**src/axi4s_pkg.sv**
```systemverilog
// Shared widths and encodings for the packet filter and its statistics.
// Counters are CNT_WID bits wide and wrap silently on overflow.
// The tuser mode only matters to the discard block. Probes ignore it.

package axi4s_pkg;

   // ------------------------------------------------------------
   // stream interpretation
   // ------------------------------------------------------------

   // how the single tuser bit of a stream is read.
   // in USER mode the bit is carried through and never acted on.
   typedef enum {
      USER,
      PKT_ERROR
   } axi4s_tuser_mode_t;

   // what a probe counts.
   // ERRORS mode only counts beats whose tuser flag is high.
   typedef enum {
      PACKETS,
      ERRORS
   } axi4s_probe_mode_t;

   // ------------------------------------------------------------
   // statistics port
   // ------------------------------------------------------------

   typedef enum logic [1:0] {
      STATS_NOP,
      STATS_READ,
      STATS_CLEAR
   } stats_op_t;

   // the four readable counters, in address order.
   typedef enum logic [1:0] {
      REG_OUT_PKTS,
      REG_OUT_BYTES,
      REG_ERR_PKTS,
      REG_ERR_BYTES
   } stats_addr_t;

   localparam int CNT_WID = 32;

   typedef logic [CNT_WID-1:0] cnt_t;

endpackage

```
**src/axi4s_probe.sv**
```systemverilog
// Packet and byte counters for an accepted beat stream.
// Bytes are the set bits of tkeep, so holes in tkeep are not counted.
// Counters wrap. cnt_clr wins over a beat counted in the same cycle.

module axi4s_probe
   import axi4s_pkg::*;
#(
   parameter int                DATA_BYTE_WID = 8,
   parameter axi4s_probe_mode_t MODE          = PACKETS
) (
   input  logic                     axi4s_in_if,
   input  logic                     srst,
   input  logic                     beat,
   input  logic [DATA_BYTE_WID-1:0] tkeep,
   input  logic                     tlast,
   input  logic                     tuser,
   input  logic                     cnt_clr,
   output cnt_t                     pkt_cnt,
   output cnt_t                     byte_cnt
);

   // wide enough to hold a full tkeep count.
   localparam int KEEP_CNT_WID = $clog2(DATA_BYTE_WID + 1);

   logic                    counted;
   logic [KEEP_CNT_WID-1:0] beat_bytes;

   // population count of the tkeep lanes.
   function automatic logic [KEEP_CNT_WID-1:0] count_ones(
      input logic [DATA_BYTE_WID-1:0] keep
   );
      logic [KEEP_CNT_WID-1:0] n;
      n = '0;
      for (int i = 0; i < DATA_BYTE_WID; i++) begin
         n = n + KEEP_CNT_WID'(keep[i]);
      end
      return n;
   endfunction

   // ------------------------------------------------------------
   // beat qualification
   // ------------------------------------------------------------

   // in PACKETS mode every accepted beat counts.
   // in ERRORS mode the tuser flag must also be set.
   assign counted = beat && ((MODE == PACKETS) || tuser);

   assign beat_bytes = count_ones(tkeep);

   // ------------------------------------------------------------
   // counters
   // ------------------------------------------------------------

   // a packet is counted on its tlast beat.
   // the new values show one cycle after the beat's edge.
   always_ff @(posedge axi4s_in_if) begin
      if (srst || cnt_clr) begin
         pkt_cnt  <= '0;
         byte_cnt <= '0;
      end else if (counted) begin
         byte_cnt <= byte_cnt + cnt_t'(beat_bytes);
         if (tlast) begin
            pkt_cnt <= pkt_cnt + cnt_t'(1);
         end
      end
   end

endmodule

```
**src/axi4s_pkt_discard_err.sv**
```systemverilog
// Drops a whole packet when tuser is set on its first beat (PKT_ERROR mode only).
// Zero latency. tready is passed straight back, so there is no buffering.
// tuser on later beats of a packet never causes a discard.

module axi4s_pkt_discard_err
   import axi4s_pkg::*;
#(
   parameter int                DATA_BYTE_WID = 8,
   parameter axi4s_tuser_mode_t TUSER_MODE    = USER
) (
   input  logic                         axi4s_in_if,
   input  logic                         srst,
   input  logic                         in_tvalid,
   output logic                         in_tready,
   input  logic [8*DATA_BYTE_WID-1:0]   in_tdata,
   input  logic [DATA_BYTE_WID-1:0]     in_tkeep,
   input  logic                         in_tlast,
   input  logic                         in_tuser,
   output logic                         out_tvalid,
   input  logic                         out_tready,
   output logic [8*DATA_BYTE_WID-1:0]   out_tdata,
   output logic [DATA_BYTE_WID-1:0]     out_tkeep,
   output logic                         out_tlast,
   output logic                         out_tuser,
   input  logic                         cnt_clr,
   output cnt_t                         err_pkts,
   output cnt_t                         err_bytes
);

   logic in_beat;
   logic sop_in;
   logic err_first;
   logic err_pkt;
   logic drop_beat;

   // a beat moves on the input when both sides agree.
   assign in_beat = in_tvalid && in_tready;

   // ------------------------------------------------------------
   // start of packet and discard state
   // ------------------------------------------------------------

   // sop_in is high while the next accepted beat opens a new packet.
   always_ff @(posedge axi4s_in_if) begin
      if (srst) begin
         sop_in <= 1'b1;
      end else if (in_beat) begin
         sop_in <= in_tlast;
      end
   end

   // the first beat carries the error flag.
   // this does not look at tready, so out_tvalid stays stable under back-pressure.
   assign err_first = in_tvalid && sop_in && (TUSER_MODE == PKT_ERROR) && in_tuser;

   // err_pkt covers the remaining beats of an errored packet up to its tlast.
   // a single-beat errored packet is fully handled by err_first.
   always_ff @(posedge axi4s_in_if) begin
      if (srst) begin
         err_pkt <= 1'b0;
      end else if (err_pkt && in_beat && in_tlast) begin
         err_pkt <= 1'b0;
      end else if (err_first && in_beat && !in_tlast) begin
         err_pkt <= 1'b1;
      end
   end

   assign drop_beat = err_first || err_pkt;

   // ------------------------------------------------------------
   // stream path
   // ------------------------------------------------------------

   // dropped beats are still consumed upstream at the downstream rate.
   assign in_tready  = out_tready;
   assign out_tvalid = in_tvalid && !drop_beat;
   assign out_tdata  = in_tdata;
   assign out_tkeep  = in_tkeep;
   assign out_tlast  = in_tlast;
   assign out_tuser  = in_tuser;

   // the error probe sees every input beat, flagged for the whole dropped packet.
   axi4s_probe #(
      .DATA_BYTE_WID (DATA_BYTE_WID),
      .MODE          (ERRORS)
   ) u_err_probe (
      .axi4s_in_if (axi4s_in_if),
      .srst        (srst),
      .beat        (in_beat),
      .tkeep       (in_tkeep),
      .tlast       (in_tlast),
      .tuser       (drop_beat),
      .cnt_clr     (cnt_clr),
      .pkt_cnt     (err_pkts),
      .byte_cnt    (err_bytes)
   );

endmodule

```
**src/axi4s_stats_regs.sv**
```systemverilog
// Opcode port for the four statistics counters.
// A read returns the value sampled at the op edge, one cycle later.
// A clear raises cnt_clr for one cycle and the counters read zero after it.

module axi4s_stats_regs
   import axi4s_pkg::*;
(
   input  logic        axi4s_in_if,
   input  logic        srst,
   input  stats_op_t   stats_op,
   input  stats_addr_t stats_addr,
   input  cnt_t        out_pkts,
   input  cnt_t        out_bytes,
   input  cnt_t        err_pkts,
   input  cnt_t        err_bytes,
   output cnt_t        stats_rdata,
   output logic        stats_rvalid,
   output logic        cnt_clr
);

   cnt_t rd_mux;

   // ------------------------------------------------------------
   // read path
   // ------------------------------------------------------------

   // select the addressed counter.
   always_comb begin
      unique case (stats_addr)
         REG_OUT_PKTS:  rd_mux = out_pkts;
         REG_OUT_BYTES: rd_mux = out_bytes;
         REG_ERR_PKTS:  rd_mux = err_pkts;
         REG_ERR_BYTES: rd_mux = err_bytes;
      endcase
   end

   // read data only changes on a read, so it holds between reads.
   always_ff @(posedge axi4s_in_if) begin
      if (stats_op == STATS_READ) begin
         stats_rdata <= rd_mux;
      end
   end

   // ------------------------------------------------------------
   // control
   // ------------------------------------------------------------

   // rvalid and cnt_clr are single-cycle pulses from a one-cycle op.
   always_ff @(posedge axi4s_in_if) begin
      if (srst) begin
         stats_rvalid <= 1'b0;
         cnt_clr      <= 1'b0;
      end else begin
         stats_rvalid <= (stats_op == STATS_READ);
         cnt_clr      <= (stats_op == STATS_CLEAR);
      end
   end

endmodule

```
**src/axi4s_pkt_filter.sv**
```systemverilog
// Top level of the packet filter with delivered and discarded traffic counters.
// The stream path is combinational end to end and adds no latency.

module axi4s_pkt_filter
   import axi4s_pkg::*;
#(
   parameter int                DATA_BYTE_WID = 8,
   parameter axi4s_tuser_mode_t TUSER_MODE    = PKT_ERROR
) (
   input  logic                         axi4s_in_if,
   input  logic                         srst,
   input  logic                         in_tvalid,
   output logic                         in_tready,
   input  logic [8*DATA_BYTE_WID-1:0]   in_tdata,
   input  logic [DATA_BYTE_WID-1:0]     in_tkeep,
   input  logic                         in_tlast,
   input  logic                         in_tuser,
   output logic                         out_tvalid,
   input  logic                         out_tready,
   output logic [8*DATA_BYTE_WID-1:0]   out_tdata,
   output logic [DATA_BYTE_WID-1:0]     out_tkeep,
   output logic                         out_tlast,
   output logic                         out_tuser,
   input  stats_op_t                    stats_op,
   input  stats_addr_t                  stats_addr,
   output cnt_t                         stats_rdata,
   output logic                         stats_rvalid
);

   // counter values and the shared clear pulse.
   cnt_t out_pkts;
   cnt_t out_bytes;
   cnt_t err_pkts;
   cnt_t err_bytes;
   logic cnt_clr;

   // the discard block holds the error probe for dropped traffic.
   axi4s_pkt_discard_err #(
      .DATA_BYTE_WID (DATA_BYTE_WID),
      .TUSER_MODE    (TUSER_MODE)
   ) u_discard (
      .axi4s_in_if (axi4s_in_if),
      .srst        (srst),
      .in_tvalid   (in_tvalid),
      .in_tready   (in_tready),
      .in_tdata    (in_tdata),
      .in_tkeep    (in_tkeep),
      .in_tlast    (in_tlast),
      .in_tuser    (in_tuser),
      .out_tvalid  (out_tvalid),
      .out_tready  (out_tready),
      .out_tdata   (out_tdata),
      .out_tkeep   (out_tkeep),
      .out_tlast   (out_tlast),
      .out_tuser   (out_tuser),
      .cnt_clr     (cnt_clr),
      .err_pkts    (err_pkts),
      .err_bytes   (err_bytes)
   );

   // the output probe counts every beat delivered downstream.
   axi4s_probe #(
      .DATA_BYTE_WID (DATA_BYTE_WID),
      .MODE          (PACKETS)
   ) u_out_probe (
      .axi4s_in_if (axi4s_in_if),
      .srst        (srst),
      .beat        (out_tvalid && out_tready),
      .tkeep       (out_tkeep),
      .tlast       (out_tlast),
      .tuser       (out_tuser),
      .cnt_clr     (cnt_clr),
      .pkt_cnt     (out_pkts),
      .byte_cnt    (out_bytes)
   );

   axi4s_stats_regs u_stats (
      .axi4s_in_if  (axi4s_in_if),
      .srst         (srst),
      .stats_op     (stats_op),
      .stats_addr   (stats_addr),
      .out_pkts     (out_pkts),
      .out_bytes    (out_bytes),
      .err_pkts     (err_pkts),
      .err_bytes    (err_bytes),
      .stats_rdata  (stats_rdata),
      .stats_rvalid (stats_rvalid),
      .cnt_clr      (cnt_clr)
   );

endmodule

```
**config.mk**
```make
export PLATFORM = sky130hd
export DESIGN_NAME = axi4s_pkt_filter
export DESIGN_NICKNAME = d
export VERILOG_FILES = /design/src/axi4s_pkg.sv /design/src/axi4s_probe.sv /design/src/axi4s_pkt_discard_err.sv /design/src/axi4s_stats_regs.sv /design/src/axi4s_pkt_filter.sv
export SDC_FILE = /design/constraint.sdc
export NUM_CORES = 1
export LEC_CHECK = 0
export BUFFER_PORTS_ARGS = -buffer_cell sky130_fd_sc_hd__buf_2
export CORE_MARGIN = 3
export CORE_UTILIZATION = 59
export DETAILED_ROUTE_END_ITERATION = 7
export HOLD_SLACK_MARGIN = 0.08
export PLACE_DENSITY = 0.93
export SYNTH_ARGS = -nofsm -noshare
export SYNTH_HDL_FRONTEND = slang
export SYNTH_SLANG_ARGS = --single-unit
```
**constraint.sdc**
```tcl
create_clock -name axi4s_in_if -period 14.15 [get_ports axi4s_in_if]
set_input_delay 2.1225 -clock axi4s_in_if [delete_from_list [all_inputs] [get_ports axi4s_in_if]]
set_output_delay 2.1225 -clock axi4s_in_if [all_outputs]
set_load 0.005 [all_outputs]
```
* Word-level counts from Yosys, hierarchy flattened
Cells that the tools add are included. W data, S select, Z words.
Cells by class: shift-type cells 0, equal/unequal tests 5, reductions and logical operators 18, multipliers 0, bitwise logic cells 0, add/sub/neg operators 11, divide/modulo/power cells 0, mux-type cells 1, $lt $le $gt $ge 0
Operator list (number):
- $pmux W32 S4 | 1
- $add A32 B1 Y32 const B | 2
- $add A32 B4 Y32 | 2
- $add A4 B1 Y4 | 6
- $logic_and A1 B1 Y1 | 10
- $eq A2 B2 Y1 const B | 3
- $eq A2 B1 Y1 const B | 2
- $reduce_and A2 Y1 | 2
- $add A1 B1 Y2 | 1
- $logic_not A1 Y1 | 2
- $logic_not A2 Y1 | 1
- $logic_or A1 B1 Y1 | 2
- $reduce_or A2 Y1 | 1
Storage, ports and cells: logic and storage cells 44, RAM bits 0, flip-flop bits (word level) 164, output and inout port bits 109, bits of input ports 82, bits in latches 0, memories kept 0, memory bits (read-only) 0

* Logic depth before layout (Yosys ltp)
word-level depth 8, mapped depth 15, mapped depth without buffers 14

* Cells and area by module
From an unflattened synthesis, not the netlist that was laid out.
Unflattened totals: cells, all modules 957, area total of the unflattened synthesis 9232.6 um2
By module, submodules not included:
- axi4s_probe (u_out_probe) | cells an instance 402, times used 1, sequential area each 1281.2 um2, area each 3404.5 um2
- axi4s_probe (u_discard.u_err_probe) | cells an instance 392, times used 1, sequential area each 1281.2 um2, area each 3329.4 um2
- axi4s_stats_regs | cells an instance 76, times used 1, sequential area each 1001.0 um2, area each 1836.8 um2
- axi4s_pkt_discard_err | cells an instance 86, times used 1, sequential area each 40.0 um2, area each 655.6 um2
- axi4s_pkt_filter | cells an instance 1, times used 1, sequential area each 0.0 um2, area each 6.3 um2

* Worst setup path after synthesis
No wires, ideal clock.
path type input -> register, start input port in_tkeep[0], end register u_out_probe.byte_cnt[23], setup slack 8217 ps, cell stages on the path 14, buffers on the path 1, required time 14022 ps, data arrival time 5805 ps, setup time 128 ps, cell sequence ha_1 > inv_1 > fa_1 > fa_1 > fa_1 > fa_1 > xnor2_1 > ha_1 > o21ai_1 > o21ba_2 > clkbuf_1 > or4b_1 > xnor2_1 > nor2_1
Between the ends: word-level cells in the longest chain between the ends 8
Ends and longest elaborated chain:
- start, declared | RTL line axi4s_pkt_filter.sv:15 | input logic [DATA_BYTE_WID-1:0] in_tkeep,
- $add A1 B1 Y2 | RTL line axi4s_probe.sv:35 | n = n + KEEP_CNT_WID'(keep[i]);
- $add A4 B1 Y4 (6 in a row) | RTL line axi4s_probe.sv:35
- $add A32 B4 Y32 | RTL line axi4s_probe.sv:61 | byte_cnt <= byte_cnt + cnt_t'(beat_bytes);
- end signal, assigned | RTL line axi4s_probe.sv:61
- end, declared | RTL line axi4s_probe.sv:19 | output cnt_t byte_cnt
Every way passes these cells. A chain may end at the register's enable or synchronous reset.

* Worst setup path in the final report
start input port in_tkeep[0], end register u_discard.u_err_probe.byte_cnt[31]
Between the ends: word-level cells in the longest chain between the ends 8
Ends and longest elaborated chain (RTL line):
- $add A1 B1 Y2 | axi4s_probe.sv:35
- $add A4 B1 Y4 (6 in a row)
- $add A32 B4 Y32 | axi4s_probe.sv:61
- end signal, assigned | axi4s_probe.sv:61
- end, declared | axi4s_probe.sv:19
Every way passes these cells.

==> results.tsv <==
metric	value	unit
vias	7142	
total grt overflow	0	
Ys Warns	0	
outcome	finished, final reports clean	
largest net degree at the start of global routing	97	
CP arrival	6.41	ns
Unique masters post-synth	54	
largest cells by area after synthesis	dfxtp_1, edfxtp_1, mux4_2	
DP Area	0.00862	mm^2
synthesized instance count	908	
Worst Setup EP	u_discard.u_err_probe.byte_cnt[31]	
Setup Fix Bufs, Post-CTS	0	
H-Tree Level Count	4	
DRT antenna net count	0	
Worst Path Max Fanout	12	
worst flop-to-flop path startpoint	u_discard.sop_in	
TritonCTS clock tree	done	
vias in the first global route	6925	
worst clock skew	0.00771	ns
ant diodes	0	
CP Class	input pin to flop	
Post-synth top cells	dfxtp_1, nor2_1, buf_4	
layout cells sized above 1	0.174	
fillers	982	
dpl hpwl	14700	um
top-count cell post-synth	dfxtp_1	
ys flop type	dfxtp_1	
synthesized area	0.00879	mm^2
clock-pin slew on the worst setup and hold paths	0.06	ns
sequential area share after synthesis	0.410	
Die Wd	128	um
Die Height	128	um
placed insts	1038	
RSZ-0062 raised after global routing	false	
Die ar.	0.0164	mm^2
fin. max-slew vios	0	
Finished Cell Area	0.00932	mm^2
post-layout util	0.656	
initial DRC count	855	
Hold WC Path Type	flop to flop	
Crit path required time	14.51	ns
Total Wirelength	22400	um
Final period util	0.427	
post_cts resized	0	
PD cells	118	mW/mm^2
worst-case vdd ir drop	0.0877	mV
DRC Markers	0	
CTS max path bufs	2	
Reg2Reg Depth	5	
first-pass GRT wire length	35500	um
vias per cell	6.67	
CTS Root Cell	clkbuf_16	
syn_area_per_cell	9.68	um^2
clock latency on the worst-skew pair	0.44	ns
Sink Count	164	
r2r setup slk	11.68	ns
Rows	43	
max_slew headroom	0.268	
Final nets	978	
Setup crit start kind	input pin	
GR Util All Layers	0.276	
number of synthesized flops with an enable pin	32	
Crit. Startpoint	in_tkeep[0]	
#FFs+latches synth	164	
Initial Util	0.619	
Post-Layout Cell Count	1070	
post-layout minimum cycle time	6.05	ns
synth-to-layout area growth	6.07	%
leak pwr	3.25	nW
hold_buf cts	0	
asr flop ratio synth	0	
routed len/inst	20.9	um
Core Region	0.0142	mm^2
R2R Path End	u_out_probe.pkt_cnt[23]	
CTS Buf Count	17	
smallest hold slack	0.488	ns
area leader, netlist	dfxtp_1	
syn_nets	1009	
initial antenna violation count	0	
Worst Tran Pin Value	1.09	ns
routability cong.	0.943	
DP Worst Slack	7.78	ns
highest achievable clock rate	0.165	GHz
number of I/O port buffers	62	
CP endpoint kind	flop	
total chip power	1.10	mW
final-report setup violation count	0	
Synth top area share	0.301	
worst setup margin	8.10	ns
drt pass-1 iters	6	
Hold Fails Final Rpt	0	
I/O Pins	191	
setup TNS	0	ns
Max-Cap Viols	0	
-- area by class of cell --
cell class / instances / area [um^2] / share of cell area
Timing Repair Buffer: 66 / 340 / 0.0365
Inverter: 21 / 78.8 / 0.00846
Tap cell: 180 / 225 / 0.0242
Clock buffer: 18 / 439 / 0.0471
Sequential cell: 164 / 3600 / 0.387
Clock inverter: 14 / 256 / 0.0275
Multi-Input combinational cell: 607 / 4380 / 0.470
-- critical path, stage by stage --
cell and delay, ns:
buf_2 0.10, ha_1 0.27, inv_1 0.08, fa_1 0.42, fa_1 0.46, fa_1 0.42, fa_1 0.40, xnor2_1 0.17
ha_1 0.36, o21ai_0 0.16, o21bai_1 0.29, nand4_1 0.41, or4_1 0.55, a21oi_1 0.17
-- sequential cells by signal, indices dropped and copies added, names as in the netlist --
register / flops
u_discard.err_pkt: 1
u_stats.cnt_clr: 1
u_stats.stats_rvalid: 1
u_out_probe.byte_cnt: 32
u_discard.u_err_probe.byte_cnt: 32
u_stats.stats_rdata: 32
u_discard.u_err_probe.pkt_cnt: 32
u_discard.sop_in: 1
u_out_probe.pkt_cnt: 32
-- cells in the final DEF (no fill, tap or decap), drive strengths merged, types with 25 or more instances in the layout --
cell type / netlist / routed
mux4: 32 / 32
xor2: 38 / 38
nand4: 42 / 42
xnor2: 51 / 51
a21oi: 33 / 33
edfxtp: 32 / 32
nor3: 25 / 25
buf: 100 / 66
nand2: 61 / 61
dfxtp: 132 / 132
nand3: 39 / 39
nor2: 107 / 107
-- per-layer routing --
| metal | GRT usage | share of wire | vias to the layer above |
|---|---|---|---|
| met5 | 0 | 0 | - |
| met1 | 0.346 | 0.37 | 3420 |
| met2 | 0.441 | 0.48 | 493 |
| met3 | 0.0721 | 0.11 | 109 |
| met4 | 0.142 | 0.042 | 0 |
| li1 | - | - | 3120 |
-- how the worst min path moves through the flow --
| stage | start | to | slack, ns | depth (start not counted) |
|---|---|---|---|---|
| global route | u_discard.u_err_probe.byte_cnt[31] | u_discard.u_err_probe.byte_cnt[31] | 0.51 | 2 |
| CTS | u_discard.u_err_probe.byte_cnt[0] | u_discard.u_err_probe.byte_cnt[0] | 0.48 | 2 |
| floorplan | u_discard.u_err_probe.byte_cnt[3] | u_discard.u_err_probe.byte_cnt[3] | 0.45 | 2 |
| global placement | u_discard.u_err_probe.byte_cnt[31] | u_discard.u_err_probe.byte_cnt[31] | 0.46 | 2 |
| finish | u_discard.u_err_probe.byte_cnt[0] | u_discard.u_err_probe.byte_cnt[0] | 0.49 | 2 |
| detailed placement | u_discard.u_err_probe.byte_cnt[0] | u_discard.u_err_probe.byte_cnt[0] | 0.48 | 2 |
-- cells by family (layout without fill, tap and decap cells) --
| logic type | after synthesis | after routing | share of synthesized area |
|---|---|---|---|
| muxes | 35 | 35 | 0.0854 |
| buffers and inverters | 137 | 119 | 0.0931 |
| AOI/OAI and AO/OA | 92 | 92 | 0.0655 |
| adders and majority gates | 19 | 19 | 0.0322 |
| DFF | 164 | 164 | 0.410 |
| and+or+nand+nor | 372 | 372 | 0.225 |
| xor gates and xnor gates | 89 | 89 | 0.0887 |
-- where the power goes --
| part | internal, mW | switching, mW |
|---|---|---|
| Clock | 0.352 | 0.191 |
| Combinational | 0.0278 | 0.0473 |
| Sequential | 0.482 | 0.00362 |
(Power assumes the default switching activity.)
